## src/logic/xm_defs.svh

```systemverilog
// Shared constants for the host register file.
// Include wherever clock rate, timer divider, widths or reset mask are needed.
`ifndef XM_DEFS_SVH
`define XM_DEFS_SVH

// pixel clock, drives the timer divider
`define XM_PCLK_HZ          25000000

// clocks per 1/10 ms timer tick
`define XM_TIMER_DIV        (`XM_PCLK_HZ / 10000)

// all four vram nibbles writable after reset
`define XM_WRMASK_RESET     4'b1111

// register word and host byte widths
`define XM_WORD_W           16
`define XM_BYTE_W           8

`endif
```

## src/logic/xm_pkg.sv

```systemverilog
// Types shared by the register blocks.
// Referenced by scoped name, e.g. xm_pkg::DATA.
`default_nettype none

package xm_pkg;

    // host-visible register numbers, 8..15 unused
    typedef enum logic [3:0] {
        RD_INCR  = 4'd0,    // vram read increment
        RD_ADDR  = 4'd1,    // vram read address, write starts read
        WR_INCR  = 4'd2,    // vram write increment
        WR_ADDR  = 4'd3,    // vram write address
        DATA     = 4'd4,    // vram data port
        DATA_2   = 4'd5,    // alias of DATA
        SYS_CTRL = 4'd6,    // nibble write mask
        TIMER    = 4'd7     // 1/10 ms counter, read only
    } xm_reg_e;

    // vram request sequencer
    typedef enum logic [1:0] {
        VP_IDLE,            // no access pending
        VP_REQ,             // select held, waiting for free slot
        VP_ACK              // read done, data on bus this cycle
    } vram_state_e;

endpackage

`default_nettype wire

```

## src/logic/vram_regs_if.sv

```systemverilog
// VRAM port register values for host readback.
// Driven by vram_port, read by reg_read_mux.
`default_nettype none
`timescale 1ns/1ps

`include "xm_defs.svh"

interface vram_regs_if;

    logic [`XM_WORD_W-1:0]  rd_incr;    // read increment
    logic [`XM_WORD_W-1:0]  rd_addr;    // next read address
    logic [`XM_WORD_W-1:0]  wr_incr;    // write increment
    logic [`XM_WORD_W-1:0]  wr_addr;    // next write address
    logic [`XM_WORD_W-1:0]  rd_data;    // last word read from vram

    modport source (
        output rd_incr, rd_addr, wr_incr, wr_addr, rd_data
    );

    modport sink (
        input  rd_incr, rd_addr, wr_incr, wr_addr, rd_data
    );

endinterface

`default_nettype wire

```

## src/logic/reg_wr_if.sv

```systemverilog
// Host write/read events after byte merging.
// Driven by reg_write_merge, consumed by vram_port and sys_regs.
`default_nettype none
`timescale 1ns/1ps

`include "xm_defs.svh"

interface reg_wr_if;

    logic                   even_wr;    // even byte written
    logic                   word_wr;    // odd byte written, word complete
    logic                   odd_rd;     // odd byte read
    xm_pkg::xm_reg_e        reg_num;    // register addressed
    logic [`XM_BYTE_W-1:0]  byte_data;  // raw host byte
    logic [`XM_WORD_W-1:0]  word_data;  // held even byte above odd byte

    modport source (
        output even_wr, word_wr, odd_rd, reg_num, byte_data, word_data
    );

    modport sink (
        input  even_wr, word_wr, odd_rd, reg_num, byte_data, word_data
    );

endinterface

`default_nettype wire

```

## src/logic/xm_regs.sv

```systemverilog
// Host register file top level.
// Host strobe bus in, shared VRAM request port out; all ports are plain.
`default_nettype none
`timescale 1ns/1ps

`include "xm_defs.svh"

module xm_regs (
    input  wire logic                   clk,
    input  wire logic                   reset_i,
    input  wire logic                   bus_wr_i,       // host write strobe
    input  wire logic                   bus_rd_i,       // host read strobe
    input  wire logic [3:0]             bus_reg_num_i,
    input  wire logic                   bus_bytesel_i,  // 0 even/high, 1 odd/low
    input  wire logic [`XM_BYTE_W-1:0]  bus_data_i,
    output      logic [`XM_BYTE_W-1:0]  bus_data_o,     // combinational readback
    output      logic                   vram_sel_o,
    output      logic                   vram_wr_o,
    output      logic [`XM_WORD_W-1:0]  vram_addr_o,
    output      logic [`XM_WORD_W-1:0]  vram_data_o,
    output      logic [3:0]             vram_wrmask_o,  // nibble enables
    input  wire logic [`XM_WORD_W-1:0]  vram_data_i,
    input  wire logic                   vgen_sel_i      // video slot busy
);

    logic [3:0]             wrmask;     // from sys_regs
    logic [`XM_WORD_W-1:0]  timer;      // from sys_regs

    reg_wr_if       u_wr_if ();         // merged host events
    vram_regs_if    u_vregs_if ();      // vram port readback

    reg_write_merge u_merge (
        .clk            (clk),
        .reset_i        (reset_i),
        .bus_wr_i       (bus_wr_i),
        .bus_rd_i       (bus_rd_i),
        .bus_reg_num_i  (bus_reg_num_i),
        .bus_bytesel_i  (bus_bytesel_i),
        .bus_data_i     (bus_data_i),
        .wr             (u_wr_if.source)
    );

    vram_port u_vram_port (
        .clk            (clk),
        .reset_i        (reset_i),
        .wr             (u_wr_if.sink),
        .regs           (u_vregs_if.source),
        .vram_data_i    (vram_data_i),
        .vgen_sel_i     (vgen_sel_i),
        .vram_sel_o     (vram_sel_o),
        .vram_wr_o      (vram_wr_o),
        .vram_addr_o    (vram_addr_o),
        .vram_data_o    (vram_data_o)
    );

    sys_regs u_sys_regs (
        .clk            (clk),
        .reset_i        (reset_i),
        .wr             (u_wr_if.sink),
        .wrmask_o       (wrmask),
        .timer_o        (timer)
    );

    reg_read_mux u_read_mux (
        .bus_reg_num_i  (bus_reg_num_i),
        .bus_bytesel_i  (bus_bytesel_i),
        .regs           (u_vregs_if.sink),
        .wrmask_i       (wrmask),
        .timer_i        (timer),
        .bus_data_o     (bus_data_o)
    );

    assign vram_wrmask_o = wrmask;      // mask applies to every vram write

endmodule

`default_nettype wire

```

## src/logic/reg_read_mux.sv

```systemverilog
// Host read data select.
// Purely combinational: follows register number and byte select directly.
`default_nettype none
`timescale 1ns/1ps

`include "xm_defs.svh"

module reg_read_mux (
    input  wire logic [3:0]             bus_reg_num_i,  // register number
    input  wire logic                   bus_bytesel_i,  // 0 high byte, 1 low byte
    vram_regs_if.sink                   regs,           // vram port values
    input  wire logic [3:0]             wrmask_i,       // current write mask
    input  wire logic [`XM_WORD_W-1:0]  timer_i,        // 1/10 ms count
    output      logic [`XM_BYTE_W-1:0]  bus_data_o
);

    localparam int HI = `XM_WORD_W - 1;
    localparam int LO = `XM_BYTE_W;

    logic [HI:0]    sel_word;       // addressed register as a word

    always_comb begin
        case (xm_pkg::xm_reg_e'(bus_reg_num_i))
            xm_pkg::RD_INCR:  sel_word = regs.rd_incr;
            xm_pkg::RD_ADDR:  sel_word = regs.rd_addr;
            xm_pkg::WR_INCR:  sel_word = regs.wr_incr;
            xm_pkg::WR_ADDR:  sel_word = regs.wr_addr;
            xm_pkg::DATA,
            xm_pkg::DATA_2:   sel_word = regs.rd_data;  // both aliases
            xm_pkg::SYS_CTRL: sel_word = {{(`XM_WORD_W-4){1'b0}}, wrmask_i};
            xm_pkg::TIMER:    sel_word = timer_i;
            default:          sel_word = '0;            // 8..15 read zero
        endcase
        bus_data_o = bus_bytesel_i ? sel_word[LO-1:0] : sel_word[HI:LO];
    end

endmodule

`default_nettype wire

```

## src/logic/sys_regs.sv

```systemverilog
// System control: VRAM nibble write mask and the 1/10 ms timer.
// Mask loads from the odd byte of a SYS_CTRL write; the timer free-runs.
`default_nettype none
`timescale 1ns/1ps

`include "xm_defs.svh"

module sys_regs (
    input  wire logic                   clk,
    input  wire logic                   reset_i,
    reg_wr_if.sink                      wr,         // host register events
    output      logic [3:0]             wrmask_o,   // vram nibble enables
    output      logic [`XM_WORD_W-1:0]  timer_o     // 1/10 ms count
);

    localparam int FRAC_W = $clog2(`XM_TIMER_DIV);

    logic [FRAC_W-1:0]      frac;       // clocks within current tick
    logic                   tick;       // last clock of a tick

    assign tick = (frac == FRAC_W'(`XM_TIMER_DIV - 1));

    // write mask
    always_ff @(posedge clk) begin
        if (reset_i) begin
            wrmask_o <= `XM_WRMASK_RESET;
        end else if (wr.word_wr && (wr.reg_num == xm_pkg::SYS_CTRL)) begin
            wrmask_o <= wr.word_data[3:0];  // low nibble of odd byte
        end
    end

    // fractional divider then visible count
    always_ff @(posedge clk) begin
        if (reset_i) begin
            frac    <= '0;
            timer_o <= '0;
        end else if (tick) begin
            frac    <= '0;
            timer_o <= timer_o + 1'b1;      // wraps at 16 bits
        end else begin
            frac    <= frac + 1'b1;
        end
    end

endmodule

`default_nettype wire

```

## src/logic/vram_port.sv

```systemverilog
// VRAM address/increment registers and the shared VRAM request port.
// One access at a time; a request holds vram_sel_o until the video
// generator leaves a free slot (vgen_sel_i low), read data is latched next cycle.
`default_nettype none
`timescale 1ns/1ps

`include "xm_defs.svh"

module vram_port (
    input  wire logic                   clk,
    input  wire logic                   reset_i,
    reg_wr_if.sink                      wr,             // host register events
    vram_regs_if.source                 regs,           // values for readback
    input  wire logic [`XM_WORD_W-1:0]  vram_data_i,    // read data, cycle after done
    input  wire logic                   vgen_sel_i,     // video owns vram this cycle
    output      logic                   vram_sel_o,     // request active
    output      logic                   vram_wr_o,      // 1 write, 0 read
    output      logic [`XM_WORD_W-1:0]  vram_addr_o,
    output      logic [`XM_WORD_W-1:0]  vram_data_o
);

    localparam int HI = `XM_WORD_W - 1;     // top bit of a word
    localparam int LO = `XM_BYTE_W;         // first bit of high byte

    xm_pkg::vram_state_e    state;
    logic [HI:0]            rd_incr;
    logic [HI:0]            rd_addr;
    logic [HI:0]            wr_incr;
    logic [HI:0]            wr_addr;
    logic [HI:0]            rd_data;        // latched read word
    logic                   is_data;        // DATA or DATA_2 addressed
    logic                   start_rd_new;   // read at freshly written address
    logic                   start_rd_next;  // prefetch after odd data read
    logic                   start_wr;       // data port write
    logic                   start_any;      // launch a request this cycle
    logic [HI:0]            req_addr;       // address for new request

    always_comb begin
        is_data       = (wr.reg_num == xm_pkg::DATA) || (wr.reg_num == xm_pkg::DATA_2);
        start_rd_new  = wr.word_wr && (wr.reg_num == xm_pkg::RD_ADDR);
        start_rd_next = wr.odd_rd && is_data;
        start_wr      = wr.word_wr && is_data;
        start_any     = (state != xm_pkg::VP_REQ)
                      && (start_rd_new || start_rd_next || start_wr);
        if (start_wr) begin
            req_addr = wr_addr;
        end else if (start_rd_new) begin
            req_addr = {rd_addr[HI:LO], wr.word_data[LO-1:0]};  // new low byte
        end else begin
            req_addr = rd_addr;                                 // prefetch
        end
    end

    // sequencer and registers
    always_ff @(posedge clk) begin
        if (reset_i) begin
            state       <= xm_pkg::VP_IDLE;
            vram_sel_o  <= 1'b0;
            vram_wr_o   <= 1'b0;
            rd_incr     <= '0;
            rd_addr     <= '0;
            wr_incr     <= '0;
            wr_addr     <= '0;
            rd_data     <= '0;              // DATA reads zero after reset
        end else begin
            case (state)
                xm_pkg::VP_REQ: begin
                    if (!vgen_sel_i) begin  // free slot, access happens now
                        vram_sel_o  <= 1'b0;
                        vram_wr_o   <= 1'b0;
                        if (vram_wr_o) begin
                            wr_addr <= wr_addr + wr_incr;
                            state   <= xm_pkg::VP_IDLE;
                        end else begin
                            rd_addr <= rd_addr + rd_incr;
                            state   <= xm_pkg::VP_ACK;
                        end
                    end
                end
                xm_pkg::VP_ACK: begin
                    rd_data <= vram_data_i; // word valid now
                    state   <= xm_pkg::VP_IDLE;
                end
                default: ;
            endcase

            // even byte only touches address high bytes
            if (wr.even_wr) begin
                case (wr.reg_num)
                    xm_pkg::RD_ADDR: rd_addr[HI:LO] <= wr.byte_data;
                    xm_pkg::WR_ADDR: wr_addr[HI:LO] <= wr.byte_data;
                    default: ;
                endcase
            end

            if (wr.word_wr) begin
                case (wr.reg_num)
                    xm_pkg::RD_INCR: rd_incr          <= wr.word_data;
                    xm_pkg::RD_ADDR: rd_addr[LO-1:0]  <= wr.word_data[LO-1:0];
                    xm_pkg::WR_INCR: wr_incr          <= wr.word_data;
                    xm_pkg::WR_ADDR: wr_addr[LO-1:0]  <= wr.word_data[LO-1:0];
                    default: ;
                endcase
            end

            if (start_any) begin
                state       <= xm_pkg::VP_REQ;
                vram_sel_o  <= 1'b1;
                vram_wr_o   <= start_wr;
            end
        end
    end

    // request address and write word
    always_ff @(posedge clk) begin
        if (start_any) begin
            vram_addr_o <= req_addr;
            vram_data_o <= wr.word_data;    // ignored on reads
        end
    end

    assign regs.rd_incr = rd_incr;
    assign regs.rd_addr = rd_addr;
    assign regs.wr_incr = wr_incr;
    assign regs.wr_addr = wr_addr;
    assign regs.rd_data = rd_data;

endmodule

`default_nettype wire

```

## src/logic/reg_write_merge.sv

```systemverilog
// Host byte strobes to register events.
// Registers the strobes one cycle and assembles 16-bit words: the last even
// byte is kept with its register number and sits above the odd byte only
// when the odd byte goes to the same register.
`default_nettype none
`timescale 1ns/1ps

`include "xm_defs.svh"

module reg_write_merge (
    input  wire logic                   clk,
    input  wire logic                   reset_i,
    input  wire logic                   bus_wr_i,       // one-cycle write strobe
    input  wire logic                   bus_rd_i,       // one-cycle read strobe
    input  wire logic [3:0]             bus_reg_num_i,  // register number
    input  wire logic                   bus_bytesel_i,  // 0 even (high), 1 odd (low)
    input  wire logic [`XM_BYTE_W-1:0]  bus_data_i,     // write byte
    reg_wr_if.source                    wr              // merged events out
);

    xm_pkg::xm_reg_e        bus_reg;        // typed register number
    xm_pkg::xm_reg_e        held_reg;       // register of last even byte
    logic [`XM_BYTE_W-1:0]  held_byte;      // last even byte
    logic [`XM_BYTE_W-1:0]  even_part;      // upper half of assembled word

    assign bus_reg = xm_pkg::xm_reg_e'(bus_reg_num_i);

    // stale even byte from another register counts as zero
    assign even_part = (held_reg == bus_reg) ? held_byte : '0;

    // strobes and held even byte
    always_ff @(posedge clk) begin
        if (reset_i) begin
            wr.even_wr  <= 1'b0;
            wr.word_wr  <= 1'b0;
            wr.odd_rd   <= 1'b0;
            held_reg    <= xm_pkg::RD_INCR;
            held_byte   <= '0;              // odd-only write after reset sees zero
        end else begin
            wr.even_wr  <= bus_wr_i & ~bus_bytesel_i;
            wr.word_wr  <= bus_wr_i & bus_bytesel_i;
            wr.odd_rd   <= bus_rd_i & bus_bytesel_i;
            if (bus_wr_i && !bus_bytesel_i) begin
                held_reg    <= bus_reg;     // remember owner of even byte
                held_byte   <= bus_data_i;
            end
        end
    end

    // payload, valid alongside the strobes
    always_ff @(posedge clk) begin
        if (bus_wr_i || bus_rd_i) begin
            wr.reg_num      <= bus_reg;
            wr.byte_data    <= bus_data_i;
        end
        if (bus_wr_i && bus_bytesel_i) begin
            wr.word_data    <= {even_part, bus_data_i};   // word on odd byte
        end
    end

endmodule

`default_nettype wire

```

## config.mk

```make
export PLATFORM = sky130hd
export DESIGN_NAME = xm_regs
export DESIGN_NICKNAME = d
export VERILOG_FILES = /design/src/logic/xm_pkg.sv /design/src/logic/vram_regs_if.sv /design/src/logic/reg_wr_if.sv /design/src/logic/xm_regs.sv /design/src/logic/reg_read_mux.sv /design/src/logic/sys_regs.sv /design/src/logic/vram_port.sv /design/src/logic/reg_write_merge.sv
export VERILOG_INCLUDE_DIRS = /design/src /design/src/logic
export SDC_FILE = /design/constraint.sdc
export NUM_CORES = 1
export LEC_CHECK = 0
export BUFFER_PORTS_ARGS = -buffer_cell sky130_fd_sc_hd__buf_2
export CAP_MARGIN = 30
export CORE_ASPECT_RATIO = 1.4
export CORE_UTILIZATION = 55
export DETAILED_ROUTE_END_ITERATION = 10
export PLACE_DENSITY = 0.74
export SKIP_LAST_GASP = 1
export SYNTH_ARGS = -nofsm -noshare
export SYNTH_HDL_FRONTEND = slang
export SYNTH_HIERARCHICAL = 1
export SYNTH_SLANG_ARGS = --single-unit
```

## constraint.sdc

```tcl
create_clock -name clk -period 3.8 [get_ports clk]
set_input_delay 0.57 -clock clk [delete_from_list [all_inputs] [get_ports clk]]
set_output_delay 0.57 -clock clk [all_outputs]
set_load 0.005 [all_outputs]
```

# Yosys cells after proc, flatten, opt, wreduce, memory -nomap -nowiden
# Index checks and enable logic that the tools add are counted.
[word_totals]
n_memories = 0
regBits = 191
output_inout_bits = 46
mem_bits_ro = 0
elab_cells = 103
ram_bits = 0
in_bits = 34
latch_bits = 0
[op_classes]
multipliers = 0
div = 0
reduce_logical = 25
shift = 0
muxes = 26
n_eq_ne = 21
n_lt_le_gt_ge = 0
n_bitwise = 4
add_sub_neg = 4
[op_table]
columns = ["operator", "n"]
rows = [
  ["$mux W16", 7],
  ["$pmux W16 S7", 1],
  ["$mux W8", 10],
  ["$add A16 B16 Y16", 2],
  ["$eq A4 B3 Y1 const B", 7],
  ["$add A16 B1 Y16 const B", 1],
  ["$eq A4 B2 Y1 const B", 4],
  ["$add A12 B1 Y12 const B", 1],
  ["$eq A12 B12 Y1 const B", 1],
  ["$reduce_and A2 Y1", 5],
  ["$eq A4 B1 Y1 const B", 2],
  ["$logic_not A4 Y1", 2],
  ["$logic_and A1 B1 Y1", 7],
  ["$reduce_or A2 Y1", 3],
  ["$mux W1", 5],
  ["$eq A4 B4 Y1", 1],
  ["$logic_or A1 B1 Y1", 4],
  ["$mux W2", 2],
  ["$ne A2 B1 Y1 const B", 2],
  ["$pmux W2 S2", 1],
  ["$reduce_bool A2 Y1", 2],
  ["$and A1 B1 Y1", 3],
  ["$ne A3 B2 Y1 const B", 1],
  ["$reduce_bool A3 Y1", 1],
  ["other kinds (5)", 5],
]

# Depth between registers and ports, before layout
# Gate-level depths: netlist of run 1.
[depth]
ltp_word = 8
depth_mapped = 9
mapped_depth_nobuf = 9

# Cells and area by module
# Netlist of run 1, hierarchy kept.
[modules_own_cells]
columns = ["mod", "seq_area_each_um2", "cells_per_inst", "instances", "area_each_um2"]
rows = [
  ["vram_port", 2642.5, 672, 1, 5891.9],
  ["reg_write_merge", 1141.1, 102, 1, 1457.6],
  ["sys_regs", 640.6, 158, 1, 1412.6],
  ["reg_read_mux", 0.0, 121, 1, 908.4],
]

# Worst setup path after synthesis of run 1
# OpenSTA, ideal clock, no wires.
[synth_path]
path_kind = "register -> register"
start = "reg u_vram_port.wr_incr[0] (netlist: u_vram_port/regs.wr_incr[0])"
end = "reg u_vram_port.wr_addr[12] (netlist: u_vram_port/regs.wr_addr[12])"
t_arrival_ns = 2.280
path_buffers = 0
setup_ns = 0.074
required_ns = 3.726
setup_slack_ns = 1.446
stages_incl_launch_ff = 10
synth_period_minus_slack_ns = 2.354
cell_sequence = "dfxtp_1 > ha_1 > fa_1 > a21oi_1 > o211ai_1 > a31oi_1 > a2111oi_2 > o21ai_1 > mux2_2 > a31oi_1"
[synth_between]
elab_chain_cells = 6
[synth_lines]
columns = ["item", "line", "rtl"]
rows = [
  ["from (decl)", "vram_port.sv:28", "logic [HI:0] wr_incr;"],
  ["from (signal assigned)", "vram_port.sv:100", "xm_pkg::WR_INCR: wr_incr <= wr.word_data;"],
  ["$add A16 B16 Y16 *", "vram_port.sv:72", "wr_addr <= wr_addr + wr_incr;"],
  ["$mux W16 *", "vram_port.sv:71", "if (vram_wr_o) begin"],
  ["$mux W16 *", "vram_port.sv:68", "if (!vgen_sel_i) begin"],
  ["$mux W16 *", "vram_port.sv:66", "case (state)"],
  ["$mux W8", "vram_port.sv:89", "case (wr.reg_num)"],
  ["$mux W8 *", "vram_port.sv:88", "if (wr.even_wr) begin"],
  ["to (signal assigned)", "vram_port.sv:72", ""],
  ["to (signal, indexed assignment)", "vram_port.sv:91", "xm_pkg::WR_ADDR: wr_addr[HI:LO] <= wr.byte_data;"],
  ["to (signal, indexed assignment)", "vram_port.sv:101", "xm_pkg::WR_ADDR: wr_addr[LO-1:0] <= wr.word_data[LO-1:0];"],
  ["to (decl)", "vram_port.sv:29", "logic [HI:0] wr_addr;"],
]
# Mark *: on every way between the ends. The rest lies on a longest branch, timed or not.
# A chain may end at the register's enable or synchronous reset.

# Final worst setup path of run 1
[layout_path]
start = "in bus_reg_num_i[2]"
end = "out bus_data_o[6]"
[layout_between]
elab_chain_cells = 4
word_cells_on_any_way = 11
cone_classes = "eq/ne: 7; mux: 2; reduce/logical: 2"
[layout_lines]
columns = ["item", "line", "rtl"]
rows = [
  ["from (decl)", "xm_regs.sv:13", "input wire logic [3:0] bus_reg_num_i,"],
  ["$eq A4 B3 Y1", "reg_read_mux.sv:23", "case (xm_pkg::xm_reg_e'(bus_reg_num_i))"],
  ["$reduce_or A2 Y1", "reg_read_mux.sv:23", ""],
  ["$pmux W16 S7 *", "reg_read_mux.sv:23", ""],
  ["$mux W8 *", "reg_read_mux.sv:34", "bus_data_o = bus_bytesel_i ? sel_word[LO-1:0] : sel_word[HI:LO];"],
  ["to (decl)", "xm_regs.sv:16", "output logic [`XM_BYTE_W-1:0] bus_data_o,"],
]
# Marks and branches as above.

==> results.md, run 1 <==
* Synth warnings at 6
* Psw at 1040 uW
* FF+latch area at 4420 sq um
* Maximum clock rate at 0.318 GHz
* Worst Max-Slew Pin Slew at 0.790 ns
* Critical-path cell with the highest stage delay: or3_1
* Peak VDD IR at 349 uV
* Distinct cell type count after synthesis at 72
* Crit path time final at 3.14 ns
* Min-delay worst type: input pin to register
* Detailed placement HPWL at 19.9 mm
* Avg Cell Area, Syn at 9.18 sq um
* Initial Util at 56.0%
* Clock Power Share at 43.1%
* Post-layout util at 62.6%
* CTS Buffer Depth at 2
* Layout cell share with drive strength beyond 1 at 13.5%
* Die X at 114 um
* CP startpoint kind: input pin
* Clock buffer count from CTS at 17
* CTS tree: done
* Max-cap viol count at 0
* Layout fillers at 1,546
* Final hold viol count at 0
* Via density per instance at 6.11
* Final RePlAce weighted congestion at 0.991
* Switching share of power at 24.4%
* RSZ-0062 raised after global routing: false
* Crit path DAT at 2.57 ns
* Critical-path cell list: buf_2 -> or3_1 -> o22ai_1 -> a2111oi_0 -> a211oi_1 -> buf_2
* ANT nets after route at 0
* #FFs+latches synth at 191
* Setup Crit Path Kind: input pin to output port
* Commonest non-fill, non-tap cells in the layout: nand2_1 (193), dfxtp_1 (131), a21oi_1 (119)
* Rows at 57
* Main synth FF type: dfxtp_1
* P&R area growth vs syn at 11.7%
* CP max FO at 24
* Most common cell after layout, fill and taps aside: nand2_1
* Synth top area cells: dfxtp_1 (27%), edfxtp_1 (19%), nand2_1 (7.5%)
* Clk root buf: clkbuf_16
* DRC Markers at 0
* Worst path required time at 3.23 ns
* Yosys top cell area share at 27.1%
* Core footprint at 17,300 sq um
* Slew margin rel. at 47.2%
* GRT Util Overall at 31.1%
* Area leader, netlist: dfxtp_1
* Seq pwr share at 51.9%
* Fin nets at 1,176
* Initial drt markers at 715
* Internal Power at 3230 uW
* Met2 global-route usage at 48.5%
* Status: completed
* Diode count at 0
* Pins over their slew limit at 0
* # hold bufs at CTS at 0
* PortBufs at 79
* Multi-input combinational cell area at 4950 sq um
* Sequential cell area fraction in the yosys report at 45.7%
* Global-route layer with the greatest usage: met2
* Die footprint at 18,100 sq um
* Vias in the first global route at 7,833
* Final setup viols at 0
* Initial antenna violation count at 0
* Die height at 159 um
* Worst path most repeated cell: buf_2
* Syn_nets at 1,121
* Met3 GRT Util at 6.22%
* Routing usage on met1 at 40.9%
* CTS clock-pin slew for the worst setup and hold paths at 0.07 ns
* EDFF count, synth at 60
* Cells after synthesis at 1,053
* Clock latency at the later pin of the worst-skew pair at 0.43 ns
* Mapped Area at 9670 sq um
* H-tree levels at 4
* Leak Pwr at 0.00409 uW
* Cts repair resizes at 0
* Final global-route overflow total at 0
* Final clock period utilization by the worst path at 82.7%
* Setup repair bufs after CTS at 0
* PD cells at 395 nW/um^2
* CP max stage delay at 0.57 ns
* Post-Route WL at 27.4 mm
* Largest net degree at the start of global routing at 50
* IO Pins at 80
* TritonCTS Sinks at 191
* Clock skew at 0.0103 ns
* Wirelength per Cell at 20.2 um
* Vias at 8,297
* Critical Path End Type: output port
* Fin Setup TNS at 0 ns
* First drt pass iteration count at 6
* Power share of the combinational group at 5.0%
* First-pass GRT wire length at 42.7 mm
* Ys async rst share at 0%
## cell usage after synthesis, drive strengths merged, types with 5 or more instances
library cell  number
ha                32
mux2              10
or4                6
nand3             22
and3              10
a21oi            119
buf               18
nor3              14
nand4             10
nand2b             8
nor4               6
nor2b             13
a211o              5
nand2            193
a31oi              6
inv               14
xnor2             25
o211a              6
o211ai             7
a311oi            16
a221oi            10
xor2              15
o21ai             47
o22ai              6
edfxtp            60
a211oi            11
o31ai              6
a2111oi            9
clkbuf            36
a21o               6
mux2i             35
nor2              75
dfxtp            131
or3               13
and2              16
## final timing paths
path,start,end,slack [ns],cells past startpoint
max reg2reg,u_vram_port/regs.wr_incr[0],u_vram_port/regs.wr_addr[12],1.03,9
min,bus_data_i[6],u_merge/wr.byte_data[6],0.35,1
max,bus_reg_num_i[2],bus_data_o[6],0.66,6
min reg2reg,u_sys_regs/frac[0],u_sys_regs/frac[0],0.45,1
## per-stage QoR
| stage | cell area, sq um | total power (uW) | hold slack [ns] | setup slack, ns | cells |
|---|---|---|---|---|---|
| 6_report | 10800 | 4270 | 0.353 | 0.658 | 1357 |
| 5_1_grt | 10800 | 4400 | 0.337 | 0.573 | 1357 |
| 4_1_cts | 10800 | 4280 | 0.343 | 0.694 | 1357 |
| 3_5_place_dp | 10200 | 2470 | 0.442 | 0.694 | 1325 |
| 3_3_place_gp | 10200 | 2460 | 0.428 | 0.777 | 1324 |
| 2_1_floorplan | 9670 | 2370 | 0.418 | 1.45 | 1053 |
## metal layers
layer	vias up	part of all wire [%]
met5	-	0
met4	0	4.8
met3	64	7.2
met2	341	46
met1	3957	42
li1	3935	-
## cell families after synthesis
family	share of synthesized area, %
and+or+nand+nor	20.0
AOI/OAI and AO/OA	17.5
DFF	45.7
buffers and inverters	3.12
muxes	5.52
xor gates and xnor gates	3.62
adders and majority gates	4.55
## worst max-delay path: cells and delay by family
kind                   cells  cell delay [ns]
AO/OA/AOI/OAI              3             0.82
buffers and inverters      2             0.60
AND/OR/NAND/NOR            1             0.57
## power groups by stage
stage	Combinational [uW]	Clock (uW)	Sequential, uW
floorplan	145	0	2220
global placement	208	0	2260
detailed placement	211	0	2260
CTS	212	1860	2210
global route	233	1950	2220
finish	214	1840	2210
## layout make-up
cell class | instances | area share (%)
Clock buffer | 18 | 3.97
Clock inverter | 14 | 1.63
Tap cell | 236 | 2.73
Sequential cell | 191 | 40.9
Inverter | 14 | 0.486
Multi-Input combinational cell | 794 | 45.8
Timing Repair Buffer | 90 | 4.42
Power figures use the tool's default switching activity.
==> inputs of run 2 (changes only) <==
--- a/config.mk
+++ b/config.mk
@@ -9,9 +9,9 @@
 export BUFFER_PORTS_ARGS = -buffer_cell sky130_fd_sc_hd__buf_2
 export CAP_MARGIN = 30
 export CORE_ASPECT_RATIO = 1.4
-export CORE_UTILIZATION = 55
+export CORE_UTILIZATION = 54
 export DETAILED_ROUTE_END_ITERATION = 10
-export PLACE_DENSITY = 0.74
+export PLACE_DENSITY = 0.76
 export SKIP_LAST_GASP = 1
 export SYNTH_ARGS = -nofsm -noshare
 export SYNTH_HDL_FRONTEND = slang
==> constraint.sdc (replaced) <==
create_clock -name clk -period 2.83 [get_ports clk]
set_input_delay 0.4245 -clock clk [delete_from_list [all_inputs] [get_ports clk]]
set_output_delay 0.4245 -clock clk [all_outputs]
set_load 0.005 [all_outputs]
==> run 2 against run 1 <==
Net effect: setup slack worse by 0.57 ns; utilization down 0.17 points; routed wire length down 1.5%; clock power up 28%; sequential cell count unchanged; first-iteration DRC count down 3.9%; clock-buffer cell count unchanged; non-clock buffer count up 14; power up 32%; register-to-register slack worse by 0.88 ns; via count up 0.65%; critical endpoint is now bus_data_o[7]; highest routed layer unchanged.
==> results.md, run 2 (same netlist as run 1, synthesis figures left out) <==
* Crit path time final at 2.74 ns
* RSZ-0062 raised after global routing: false
* Min-delay worst type: input pin to register
* Cts repair resizes at 0
* CTS clock-pin slew for the worst setup and hold paths at 0.07 ns
* DRC Markers at 0
* GRT Util Overall at 30.7%
* Rows at 57
* Final instance area at 10,900 sq um
* Initial antenna violation count at 0
* Power share of the combinational group at 5.4%
* Internal Power at 4240 uW
* Setup Crit Path Kind: input pin to output port
* Worst Max-Slew Pin Slew at 0.815 ns
* Crit path DAT at 2.32 ns
* Peak VDD IR at 417 uV
* ANT nets after route at 0
* Core footprint at 17,500 sq um
* Largest delay share family, worst path: compound AO/OA/AOI/OAI gates
* Largest net degree at the start of global routing at 49
* Clock Power Share at 41.8%
* Die height at 160 um
* Pre-CTS WS at 0.181 ns
* Wirelength per Cell at 19.7 um
* Fin Setup TNS at 0 ns
* Maximum clock rate at 0.365 GHz
* # hold bufs at CTS at 0
* TritonCTS Sinks at 191
* Final hold viol count at 0
* Critical Path End Type: output port
* CP startpoint kind: input pin
* Critical-path cell with the highest stage delay: a2111oi_0
* Placed standard-cell area at 10,300 sq um
* Commonest non-fill, non-tap cells in the layout: nand2_1 (193), dfxtp_1 (131), a21oi_1 (119)
* Worst Slack Setup Final at 0.0870 ns
* Pins over their slew limit at 0
* Seq pwr share at 52.8%
* P&R area growth vs syn at 12.8%
* Diode count at 0
* Worst path required time at 2.41 ns
* First drt pass iteration count at 5
* CTS Buffer Depth at 2
* Clock buffer count from CTS at 17
* Fin nets at 1,190
* H-tree levels at 4
* Max-cap viol count at 0
* Detailed placement HPWL at 19.9 mm
* Switching share of power at 24.6%
* Initial Util at 55.3%
* Initial drt markers at 687
* Status: completed
* Slew margin rel. at 45.6%
* Layout cell share with drive strength beyond 1 at 14.6%
* Final clock period utilization by the worst path at 96.9%
* PD cells at 516 nW/um^2
* Psw at 1390 uW
* Die footprint at 18,500 sq um
* Layout fillers at 1,497
* IO Pins at 80
* Critical-path cell list: buf_2 -> buf_4 -> mux2i_1 -> nor2_1 -> a2111oi_0 -> a21oi_1 -> buf_2
* PortBufs at 79
* Final global-route overflow total at 0
* First-pass GRT wire length at 42.9 mm
* Vias in the first global route at 7,730
* Clock latency at the later pin of the worst-skew pair at 0.44 ns
* Clock skew at 0.0103 ns
* Setup repair bufs after CTS at 0
* Most common cell after layout, fill and taps aside: nand2_1
* CTS tree: done
* CP max FO at 9
* Final Total Pwr at 5630 uW
* CP Buf/Inv Count at 3
* Worst path most repeated cell: buf_2
* Multi-input combinational cell area at 4960 sq um
* Leak Pwr at 0.00414 uW
* Clk root buf: clkbuf_16
* Via density per instance at 6.09
* Die X at 115 um
* Post-Route WL at 27.0 mm
* Final RePlAce weighted congestion at 0.959
* FF+latch area at 4420 sq um
* Final setup viols at 0
* CP max stage delay at 0.64 ns
* Vias at 8,351
## run 2: layout make-up
cell class	count	share of cell area (%)
clock buffers	18	3.93
clock inverters	14	1.42
inverters	14	0.482
multi-input cells	794	45.4
flip-flops and latches	191	40.6
well taps	236	2.71
repair buffers	104	5.48
## run 2: final timing paths
| check | from | to | slack (ns) | depth (start not counted) |
|---|---|---|---|---|
| setup / recovery | bus_reg_num_i[0] | bus_data_o[7] | 0.09 | 7 |
| hold / removal | bus_data_i[5] | u_merge/wr.word_data[5] | 0.21 | 1 |
| setup reg to reg | u_vram_port/regs.rd_addr[0] | u_vram_port/regs.rd_addr[14] | 0.15 | 9 |
| hold reg to reg | u_sys_regs/frac[0] | u_sys_regs/frac[0] | 0.45 | 1 |
## run 2: per-stage QoR
step	cells	utilization [%]	hold slack, ns
3_3_place_gp	1339	59.1	0.432
5_1_grt	1371	62.4	0.190
3_5_place_dp	1339	59.1	0.439
6_report	1371	62.4	0.206
4_1_cts	1371	62.4	0.189
2_1_floorplan	1053	-	0.418
## run 2: metal layers
| layer | track usage (%) | wire, um | up-vias |
|---|---|---|---|
| li1 | - | - | 3957 |
| met1 | 41.5 | 11500 | 4004 |
| met2 | 47.4 | 12800 | 321 |
| met3 | 5.13 | 1550 | 69 |
| met4 | 15.2 | 1200 | 0 |
| met5 | 0 | 0 | - |
## run 2: power groups by stage
stage	Combinational (uW)	Sequential [uW]	Clock (uW)
2_1_floorplan	195	2990	0
3_3_place_gp	298	3030	0
3_5_place_dp	302	3030	0
4_1_cts	303	2970	2390
5_1_grt	335	2980	2500
6_report	306	2970	2350
